<file path="src/common/mips_isa_pkg.sv">
// ---------------------------------------------------------------------------
// mips instruction set definitions for the execute unit
// word and field widths, opcode and funct codes
// packed instruction word with r-type and i-type views
// ---------------------------------------------------------------------------

package mips_isa_pkg;

   // data path and instruction word width
   localparam int word_w     = 32;
   // register number field, also the width of the shamt field
   localparam int reg_addr_w = 5;
   localparam int opcode_w   = 6;
   localparam int funct_w    = 6;
   // immediate field of i-type words
   localparam int imm_w      = 16;

   // primary opcodes
   localparam logic [opcode_w-1:0] op_rtype = 6'd0;
   localparam logic [opcode_w-1:0] op_addi  = 6'd8;
   localparam logic [opcode_w-1:0] op_addiu = 6'd9;
   localparam logic [opcode_w-1:0] op_andi  = 6'd12;
   localparam logic [opcode_w-1:0] op_ori   = 6'd13;
   localparam logic [opcode_w-1:0] op_xori  = 6'd14;

   // funct codes, only meaningful under op_rtype
   localparam logic [funct_w-1:0] fn_sll  = 6'd0;
   localparam logic [funct_w-1:0] fn_srl  = 6'd2;
   localparam logic [funct_w-1:0] fn_sra  = 6'd3;
   localparam logic [funct_w-1:0] fn_add  = 6'd32;
   localparam logic [funct_w-1:0] fn_addu = 6'd33;
   localparam logic [funct_w-1:0] fn_sub  = 6'd34;
   localparam logic [funct_w-1:0] fn_subu = 6'd35;
   localparam logic [funct_w-1:0] fn_and  = 6'd36;
   localparam logic [funct_w-1:0] fn_or   = 6'd37;
   localparam logic [funct_w-1:0] fn_xor  = 6'd38;

   // one 32-bit word, read as r-type or as i-type depending on opcode
   typedef union packed {
      struct packed {
         logic [opcode_w-1:0]   opcode;
         logic [reg_addr_w-1:0] rs;
         logic [reg_addr_w-1:0] rt;
         logic [reg_addr_w-1:0] rd;
         logic [reg_addr_w-1:0] shamt;
         logic [funct_w-1:0]    funct;
      } r;
      struct packed {
         logic [opcode_w-1:0]   opcode;
         logic [reg_addr_w-1:0] rs;
         logic [reg_addr_w-1:0] rt;
         logic [imm_w-1:0]      imm;
      } i;
   } insn_word_t;

endpackage

</file>
<file path="src/common/alu_pkg.sv">
// ---------------------------------------------------------------------------
// alu datapath definitions
// select field width, operation select codes, shift amount width
// ---------------------------------------------------------------------------

package alu_pkg;

   // width of the operation select from the decoder
   localparam int alu_sel_w = 4;

   // arithmetic, carry out on add and borrow on sub
   localparam logic [alu_sel_w-1:0] alu_add = 4'd0;
   localparam logic [alu_sel_w-1:0] alu_sub = 4'd1;

   // bitwise logic
   localparam logic [alu_sel_w-1:0] alu_and = 4'd2;
   localparam logic [alu_sel_w-1:0] alu_or  = 4'd3;
   localparam logic [alu_sel_w-1:0] alu_xor = 4'd4;

   // shifts move op_b by the low bits of op_a
   localparam logic [alu_sel_w-1:0] alu_sll = 4'd5;
   localparam logic [alu_sel_w-1:0] alu_srl = 4'd6;
   localparam logic [alu_sel_w-1:0] alu_sra = 4'd7;

   // number of operand bits a shift looks at
   localparam int shamt_w = 5;

endpackage

</file>
<file path="src/insn_decoder.sv">
// ---------------------------------------------------------------------------
// insn_decoder: combinational instruction decode for the execute unit
// maps opcode/funct to an alu select, builds both alu operands
// sign or zero extends the immediate, flags unsupported encodings
// ---------------------------------------------------------------------------

`timescale 1ns/1ps

module insn_decoder (
   input  mips_isa_pkg::insn_word_t                  instr,
   input  logic [mips_isa_pkg::word_w-1:0]           rs_val,
   input  logic [mips_isa_pkg::word_w-1:0]           rt_val,
   output logic [alu_pkg::alu_sel_w-1:0]             alu_sel,
   output logic [mips_isa_pkg::word_w-1:0]           op_a,
   output logic [mips_isa_pkg::word_w-1:0]           op_b,
   output logic                                      illegal
);
   import mips_isa_pkg::*;
   import alu_pkg::*;

   logic [word_w-1:0] se_imm;
   logic [word_w-1:0] ze_imm;
   logic [word_w-1:0] shamt_ext;

   // addi/addiu take the immediate as signed
   assign se_imm    = {{(word_w-imm_w){instr.i.imm[imm_w-1]}}, instr.i.imm};
   // logical immediates are always zero extended
   assign ze_imm    = {{(word_w-imm_w){1'b0}}, instr.i.imm};
   assign shamt_ext = {{(word_w-reg_addr_w){1'b0}}, instr.r.shamt};

   always_comb begin
      // defaults match the illegal response
      alu_sel = alu_add;
      op_a    = '0;
      op_b    = '0;
      illegal = 1'b0;

      case (instr.r.opcode)
         op_rtype: begin
            op_a = rs_val;
            op_b = rt_val;
            case (instr.r.funct)
               // shifts ignore rs, amount comes from the word itself
               fn_sll: begin
                  alu_sel = alu_sll;
                  op_a    = shamt_ext;
               end
               fn_srl: begin
                  alu_sel = alu_srl;
                  op_a    = shamt_ext;
               end
               fn_sra: begin
                  alu_sel = alu_sra;
                  op_a    = shamt_ext;
               end
               // signed and unsigned forms share one adder
               fn_add, fn_addu: alu_sel = alu_add;
               fn_sub, fn_subu: alu_sel = alu_sub;
               fn_and:          alu_sel = alu_and;
               fn_or:           alu_sel = alu_or;
               fn_xor:          alu_sel = alu_xor;
               default: begin
                  illegal = 1'b1;
                  op_a    = '0;
                  op_b    = '0;
               end
            endcase
         end
         op_addi, op_addiu: begin
            alu_sel = alu_add;
            op_a    = rs_val;
            op_b    = se_imm;
         end
         op_andi: begin
            alu_sel = alu_and;
            op_a    = rs_val;
            op_b    = ze_imm;
         end
         op_ori: begin
            alu_sel = alu_or;
            op_a    = rs_val;
            op_b    = ze_imm;
         end
         op_xori: begin
            alu_sel = alu_xor;
            op_a    = rs_val;
            op_b    = ze_imm;
         end
         // anything else, incl. branches, loads, jumps
         default: illegal = 1'b1;
      endcase
   end

endmodule

</file>
<file path="src/alu/mips_alu.sv">
// ---------------------------------------------------------------------------
// mips_alu: combinational alu for the execute unit
// add/sub with carry and borrow, and/or/xor, sll/srl/sra
// zero, carry and negative flags
// ---------------------------------------------------------------------------

`timescale 1ns/1ps

module mips_alu (
   input  logic [alu_pkg::alu_sel_w-1:0]   alu_sel,
   input  logic [mips_isa_pkg::word_w-1:0] op_a,
   input  logic [mips_isa_pkg::word_w-1:0] op_b,
   output logic [mips_isa_pkg::word_w-1:0] result,
   output logic                            zero,
   output logic                            carry,
   output logic                            neg
);
   import mips_isa_pkg::*;
   import alu_pkg::*;

   // one extra bit holds carry out or borrow
   logic [word_w:0]    wide;
   logic [shamt_w-1:0] sh;

   // shifts only look at the low bits of op_a
   assign sh = op_a[shamt_w-1:0];

   always_comb begin
      wide   = '0;
      result = '0;
      carry  = 1'b0;
      case (alu_sel)
         alu_add: begin
            wide   = {1'b0, op_a} + {1'b0, op_b};
            result = wide[word_w-1:0];
            carry  = wide[word_w];
         end
         alu_sub: begin
            // top bit set when op_b > op_a, i.e. a borrow
            wide   = {1'b0, op_a} - {1'b0, op_b};
            result = wide[word_w-1:0];
            carry  = wide[word_w];
         end
         alu_and: result = op_a & op_b;
         alu_or:  result = op_a | op_b;
         alu_xor: result = op_a ^ op_b;
         alu_sll: result = op_b << sh;
         alu_srl: result = op_b >> sh;
         // arithmetic shift keeps the sign of op_b
         alu_sra: result = $unsigned($signed(op_b) >>> sh);
         default: result = '0;
      endcase
   end

   assign zero = (result == '0);
   // plain sign bit, no overflow correction
   assign neg  = result[word_w-1];

   // the decoder only ever hands over codes 0..7
   always_comb begin
      sel_in_range: assert final (!$isunknown(alu_sel) && (alu_sel < 4'd8))
         else $error("alu select %0h out of range", alu_sel);
   end

endmodule

</file>
<file path="src/exec_unit.sv">
// ---------------------------------------------------------------------------
// exec_unit: execute half of a single-cycle mips core
// four-phase req/ack control, operand capture, response registers
// instances of insn_decoder and mips_alu, handshake assertions
// ---------------------------------------------------------------------------

`timescale 1ns/1ps

module exec_unit (
   input  logic                            clk,
   input  logic                            rst_b,
   input  logic                            req,
   input  mips_isa_pkg::insn_word_t        instr,
   input  logic [mips_isa_pkg::word_w-1:0] rs_val,
   input  logic [mips_isa_pkg::word_w-1:0] rt_val,
   output logic                            ack,
   output logic [mips_isa_pkg::word_w-1:0] result,
   output logic                            zero,
   output logic                            carry,
   output logic                            neg,
   output logic                            illegal
);
   import mips_isa_pkg::*;
   import alu_pkg::*;

   // captured request
   insn_word_t           instr_q;
   logic [word_w-1:0]    rs_q;
   logic [word_w-1:0]    rt_q;
   // controller state: busy for the compute cycle, ack while done
   logic                 busy;
   logic                 accept;
   logic [alu_sel_w-1:0] alu_sel;
   logic [word_w-1:0]    op_a;
   logic [word_w-1:0]    op_b;
   logic [word_w-1:0]    alu_result;
   logic                 alu_zero;
   logic                 alu_carry;
   logic                 alu_neg;
   logic                 dec_illegal;

   // new request only when fully idle
   assign accept = req && !ack && !busy;

   // idle -> busy -> done(ack) -> idle once req is seen low
   always_ff @(posedge clk or negedge rst_b) begin
      if (!rst_b) begin
         busy <= 1'b0;
         ack  <= 1'b0;
      end else if (accept) begin
         busy <= 1'b1;
      end else if (busy) begin
         busy <= 1'b0;
         ack  <= 1'b1;
      end else if (ack && !req) begin
         ack <= 1'b0;
      end
   end

   always_ff @(posedge clk or negedge rst_b) begin
      if (!rst_b) begin
         instr_q <= '0;
      end else if (accept) begin
         instr_q <= instr;
      end
   end

   always_ff @(posedge clk) begin
      if (accept) begin
         rs_q <= rs_val;
         rt_q <= rt_val;
      end
   end

   insn_decoder u_dec (
      .instr   (instr_q),
      .rs_val  (rs_q),
      .rt_val  (rt_q),
      .alu_sel (alu_sel),
      .op_a    (op_a),
      .op_b    (op_b),
      .illegal (dec_illegal)
   );

   mips_alu u_alu (
      .alu_sel (alu_sel),
      .op_a    (op_a),
      .op_b    (op_b),
      .result  (alu_result),
      .zero    (alu_zero),
      .carry   (alu_carry),
      .neg     (alu_neg)
   );

   // response loads in the busy cycle, then holds until the next one
   always_ff @(posedge clk or negedge rst_b) begin
      if (!rst_b) begin
         result  <= '0;
         zero    <= 1'b0;
         carry   <= 1'b0;
         neg     <= 1'b0;
         illegal <= 1'b0;
      end else if (busy) begin
         // illegal words return all zeros, zero flag too
         result  <= dec_illegal ? '0 : alu_result;
         zero    <= alu_zero && !dec_illegal;
         carry   <= alu_carry && !dec_illegal;
         neg     <= alu_neg && !dec_illegal;
         illegal <= dec_illegal;
      end
   end

   // ack may only come up for a request that was still being held
   ack_needs_req: assert property (@(posedge clk) disable iff (!rst_b)
      $rose(ack) |-> $past(req));

   // requester keeps the word steady until it sees ack
   instr_held: assert property (@(posedge clk) disable iff (!rst_b)
      (req && !ack) |=> (!req || ack || $stable(instr)));

   // release follows the requester, req stays down until ack is seen low
   ack_fall_after_req: assert property (@(posedge clk) disable iff (!rst_b)
      $fell(ack) |-> !req);

endmodule

</file>
<file path="config.mk">
export PLATFORM = sky130hd
export DESIGN_NAME = exec_unit
export DESIGN_NICKNAME = d
export VERILOG_FILES = /design/src/common/mips_isa_pkg.sv /design/src/common/alu_pkg.sv /design/src/insn_decoder.sv /design/src/alu/mips_alu.sv /design/src/exec_unit.sv
export SDC_FILE = /design/constraint.sdc
export NUM_CORES = 1
export LEC_CHECK = 0
export ABC_AREA = 1
export BUFFER_PORTS_ARGS = -buffer_cell sky130_fd_sc_hd__buf_2
export CAP_MARGIN = 25
export CORE_ASPECT_RATIO = 1.25
export CORE_MARGIN = 3
export CORE_UTILIZATION = 25
export DETAILED_ROUTE_END_ITERATION = 10
export HOLD_SLACK_MARGIN = 0.05
export PLACE_DENSITY = 0.39
export SYNTH_ARGS = -nofsm -noshare
export SYNTH_HDL_FRONTEND = slang
export SYNTH_SLANG_ARGS = --single-unit
</file>
<file path="constraint.sdc">
create_clock -name clk -period 4.8 [get_ports clk]
set_clock_uncertainty 0.2 [all_clocks]
set_input_delay 0.48 -clock clk [delete_from_list [all_inputs] [get_ports clk]]
set_output_delay 0.48 -clock clk [all_outputs]
set_load 0.1 [all_outputs]
</file>
==> out/results.txt, run 1 <==
asr flop ratio synth: 0.4797
Pins Over Slew Limit: 0
Slew HR: 0.3719
pwr dens: 544.6 nW/um^2
Peak supply drop: 0.4470 mV
delay-heaviest family, CP: buffers and inverters
Worst Hold End: instr_q[0]
Final Routed Wirelength: 76.67 mm
DRC Markers: 0
Syn Std Cell Area: 14,660 um^2
post-synth cell types: 63
CTS tree: yes
Worst-Skew Late Latency: 0.49 ns
hold_ws: 0.09410 ns
H-Tree Level Count: 4
cells after synthesis: 2,364
Die Area: 61,590 um^2
MaxCap Viol Count: 0
# setup viols final: 0
Worst Hold Class: in -> reg
initial antenna violation count: 2
hold_sp: instr[0]
Critical Path RT: 5.02 ns
hold-critical path depth: 3
vias: 17,780
Post-Place Setup Slack: -0.05197 ns
core area: 57,630 um^2
flops & latches, synth: 123
DIE WIDTH: 222.6 um
FF+latch area: 3398 um^2
grt total ovfl: 0
Core Rows: 98
DR iter-0 viols: 1,662
io pins: 136
CP max stage cell: dfrtp_1
1st-pass router iterations: 5
routability cong.: 0.9970
Root Driver: clkbuf_16
Total Power: 11.02 mW
Worst-Margin Slew: 0.9364 ns
r2r worst-path depth: 30
post-layout minimum cycle time: 4.483 ns
starting density of the core: 0.2543
Max Root-Sink Buffers: 2
Worst Slack Setup Final: 0.3165 ns
kind of critical path: reg -> reg
number of global-route vias before repair: 17,530
max frequency: 223.0 MHz
CP endpoint kind: flip-flop
Post-synth EDFFs: 64
flip-flop cell with the highest count after synthesis: edfxtp_1
commonest non-fill, non-tap cell in the layout: nand2_1
Tcrit/Tclk final: 0.9341
PortBufs: 125
n_diodes: 0
layout cells sized above 1: 0.2372
area grow syn2layout: 38.03%
ANT nets after route: 0
nets: 2,968
GR Util All Layers: 0.2401
Worst Path Buf+Inv: 10
delay of the slowest cell on the worst path: 0.42 ns
Worst path depth: 30
RR Startpoint: instr_q[29]
Final HPWL DP: 60.69 mm
fin util: 0.3510
critical path launch point type: flip-flop
Seq/Total Area, Yosys: 0.2319
Ys Warns: 0
Syn Nets: 2,563
number of fillers in the final layout: 6,327
largest net degree at the start of global routing: 107
first-pass GRT wire length: 111.3 mm
setup TNS: 0 ns
critical path peak fanout: 11
Reg-to-Reg End: zero
Avg Synthesized Cell Area: 6.200 um^2
DR WL/cell: 21.71 um
CTS Buf Count: 17
Die H: 276.7 um
area occupied by multi-input gates: 10,450 um^2
final hold vios: 0
clock-pin transition on the worst setup and hold timing paths: 0.07 ns
vias per cell: 5.035
FF-to-FF setup slack: 0.32 ns
most frequent cells in the layout: nand2_1, nand3_1, buf_4
status: complete, no violations
Clock Sinks: 123
CP arrival: 4.70 ns
leak pwr: 10.16 nW
metal layers:
layer	share of wire	GRT usage	vias to the layer above
li1	-	-	8714
met1	0.41	0.2887	8278
met4	0.062	0.1505	4
met5	0.00035	0	-
met3	0.047	0.03117	153
met2	0.48	0.4041	634
registers in the layout, indices dropped and copies added, names as in the netlist:
signal   flops
result      32
rs_q        32
rt_q        32
instr_q     22
ack          1
busy         1
carry        1
illegal      1
zero         1
final cells by class:
class                   instances  share of cell area
clock buffers                  18             0.02121
clock inverters                14            0.007916
inverters                     271             0.05053
multi-input cells            1858              0.5163
flip-flops and latches        123              0.1680
well taps                     750             0.04638
repair buffers                498              0.1897
stage by stage:
stage / cells / instance area [um^2]
2_1_floorplan: 2364 / 14660
3_3_place_gp: 3394 / 17850
3_5_place_dp: 3394 / 17850
4_1_cts: 3512 / 19320
5_1_grt: 3532 / 20230
6_report: 3532 / 20230
synth_stat cells, types with 20 or more instances:
master    instances  area (um^2)
nand2_1         602         2260
nand3_1         433         2167
inv_1           255        957.2
nor2_1          225        844.6
a21oi_1         133        665.6
o21ai_0         126        630.6
ha_1             98         1226
edfxtp_1         64         1922
dfrtp_1          59         1476
buf_2            47        235.2
clkbuf_1         45        168.9
nand4_1          32        200.2
a21oi_2          21        183.9
nor3_1           20        100.1
how the worst max path moves through the flow:
| stage | start | end | slack, ns |
|---|---|---|---|
| after global routing | instr_q[31] | zero | -0.02 |
| after detailed placement | instr_q[30] | zero | -0.05 |
| after floorplan | instr_q[4] | zero | 0.58 |
| after CTS | instr_q[30] | zero | 0.03 |
| after global placement | instr_q[30] | zero | -0.11 |
| final | instr_q[29] | zero | 0.32 |
logic make-up (layout without fill, tap and decap cells):
group	count (synthesis)	in the layout	synth area share
compound gates	393	393	0.1623
xor+xnor	15	15	0.008964
fa+ha+maj	100	100	0.08639
buf+inv	383	801	0.1069
flops	123	123	0.2319
mux	3	3	0.002305
simple gates	1347	1347	0.4013
power by group:
part	internal, mW	switching (mW)
Combinational	2.92	5.34
Clock	0.774	0.600
Sequential	1.30	0.0901
what timing repair did:
action | 4_1_cts | 5_1_grt
buffers inserted | 0 | 17
gates cloned | 0 | 3
hold buffers | 86 | 0
endpoints found under the hold margin | 144 | 0
endpoints found under the setup margin | 1 | 12
pin swaps | 0 | 33
gates resized for setup | 8 | 190
tightest hold or removal path, cell delays in order:
cell and delay, ns:
buf_2 0.10, nand2_1 0.09, o21ai_0 0.08
No activity file was read; power rests on OpenSTA's default activity.
==> run 2: changes to the inputs <==
MAX_ROUTING_LAYER = met4   (was unset)
==> out/results.txt, run 2 (synthesis gave the netlist of run 1 again) <==
status: complete, no violations
Post-Place Setup Slack: -0.008524 ns
vias: 17,890
switching share of total power: 0.5456
power share of the combinational group: 0.749
NetSw: 6.154 mW
ANT nets after route: 0
hold_ws: 0.07351 ns
Worst-Margin Slew: 0.9632 ns
CP endpoint: zero
fin util: 0.3545
CTS Buf Count: 17
first-pass GRT wire length: 113.7 mm
Worst Path Buf+Inv: 6
leak pwr: 10.31 nW
routability cong.: 1.002
1st-pass router iterations: 6
core area: 57,630 um^2
DR WL/cell: 22.04 um
Die H: 276.7 um
RR Startpoint: instr_q[30]
number of fillers in the final layout: 6,404
layout cells sized above 1: 0.2371
pwr dens: 552.1 nW/um^2
kind of critical path: reg -> reg
CP most frequent cell: nand2_1
FF+latch area: 3398 um^2
Clock Sinks: 123
Max Root-Sink Buffers: 2
largest net degree at the start of global routing: 107
Int Pwr: 5.125 mW
post-layout minimum cycle time: 4.518 ns
FF-to-FF setup slack: 0.28 ns
Slew HR: 0.3539
final hold vios: 0
CTS tree: yes
Pins Over Slew Limit: 0
DRC Markers: 0
Final HPWL DP: 63.03 mm
Final Routed Wirelength: 78.72 mm
Die Area: 61,590 um^2
critical path launch point type: flip-flop
vias per cell: 5.009
GR Util All Layers: 0.2537
Critical Path RT: 5.02 ns
grt total ovfl: 0
Top Registers: result x32, rs_q x32, rt_q x32
CP endpoint kind: flip-flop
delay of the slowest cell on the worst path: 0.38 ns
delay-heaviest family, CP: simple AND/OR/NAND/NOR gates
initial antenna violation count: 0
io pins: 136
r2r worst-path depth: 30
PortBufs: 125
clock-pin transition on the worst setup and hold timing paths: 0.07 ns
Reg-to-Reg End: zero
Worst Slack Setup Final: 0.2817 ns
nets: 3,007
area grow syn2layout: 39.37%
starting density of the core: 0.2543
Worst Hold Class: in -> reg
Critical path origin: instr_q[30]
commonest non-fill, non-tap cell in the layout: nand2_1
Worst path depth: 30
Reg power frac: 0.123
CP arrival: 4.74 ns
Peak supply drop: 0.3648 mV
# setup viols final: 0
clock share of power: 0.128
Worst-Skew Late Latency: 0.50 ns
max frequency: 221.3 MHz
CP max stage cell: dfrtp_1
critical path peak fanout: 8
DIE WIDTH: 222.6 um
Tcrit/Tclk final: 0.9413
n_diodes: 0
DR iter-0 viols: 1,375
Core Rows: 98
Total Power: 11.28 mW
number of global-route vias before repair: 17,680
Root Driver: clkbuf_16
most frequent cells in the layout: nand2_1, nand3_1, buf_4
area occupied by multi-input gates: 10,280 um^2
MaxCap Viol Count: 0
H-Tree Level Count: 4
-- run 2: cell types whose count changed in the layout (fill, tap and decap cells not counted), moves of 3 or more --
cell     change
nor2_2       +3
ha_2         -3
a21oi_2      -9
o21ai_0      +5
nand2_2      -5
nand3_1      +4
nor2_4       -5
nand3_2      -3
buf_4       +35
inv_8        +3
ha_1         +5
nand2_1      +5
a21oi_1      +8
buf_12       +3
-- run 2: through the flow --
stage / TNS (ns) / area, um^2 / cells
after global placement: -0.1374 / 18210 / 3438
after detailed placement: -0.008524 / 18210 / 3438
after global routing: -0.02935 / 20430 / 3571
after floorplan: 0 / 14660 / 2364
final: 0 / 20430 / 3571
after CTS: 0 / 19700 / 3557
-- run 2: what timing repair did --
| item | 4_1_cts | 5_1_grt |
|---|---|---|
| endpoints found under the hold margin | 145 | 0 |
| gates resized for setup | 1 | 157 |
| setup endpoints to repair | 1 | 15 |
| hold buffers | 87 | 0 |
| pin swaps | 0 | 18 |
| setup buffers | 0 | 11 |
| gates cloned | 0 | 3 |
-- run 2: how the worst min path moves through the flow --
stage | cells past startpoint | slack, ns | to | startpoint
after detailed placement | 2 | 0.27 | result[24] | result[24]
after global placement | 2 | 0.26 | result[25] | result[25]
final | 3 | 0.07 | instr_q[2] | instr[2]
after CTS | 3 | 0.06 | instr_q[2] | instr[2]
after global routing | 3 | 0.07 | instr_q[2] | instr[2]
after floorplan | 0 | -0.02 | ack | rst_b
-- run 2: layer usage --
layer	up-vias	share of wire	GRT usage
met1	8374	0.42	0.3026
li1	8791	-	-
met2	599	0.48	0.4205
met5	-	0	-
met3	123	0.043	0.02714
met4	0	0.060	0.1357
-- run 2: tightest hold or removal path: cells and delay by family --
| family | cells | cell delay (ns) |
|---|---|---|
| AOI/OAI and AO/OA | 1 | 0.09 |
| buffers and inverters | 1 | 0.08 |
| and+or+nand+nor | 1 | 0.08 |
-- run 2: power groups by stage --
stage | clock network, mW | registers (mW) | logic, mW
after CTS | 1.49 | 1.39 | 7.94
after global placement | 0 | 1.41 | 7.87
final | 1.44 | 1.39 | 8.45
after detailed placement | 0 | 1.41 | 7.86
after floorplan | 0 | 1.73 | 4.08
after global routing | 1.52 | 1.41 | 9.19
-- run 2: final cells by class --
cell class,instances,share of cell area
clock buffer,18,0.02150
clock inverter,14,0.008637
inverter,271,0.05023
multi-input combinational,1858,0.5032
sequential,123,0.1664
tap,750,0.04594
timing repair buffer,537,0.2042
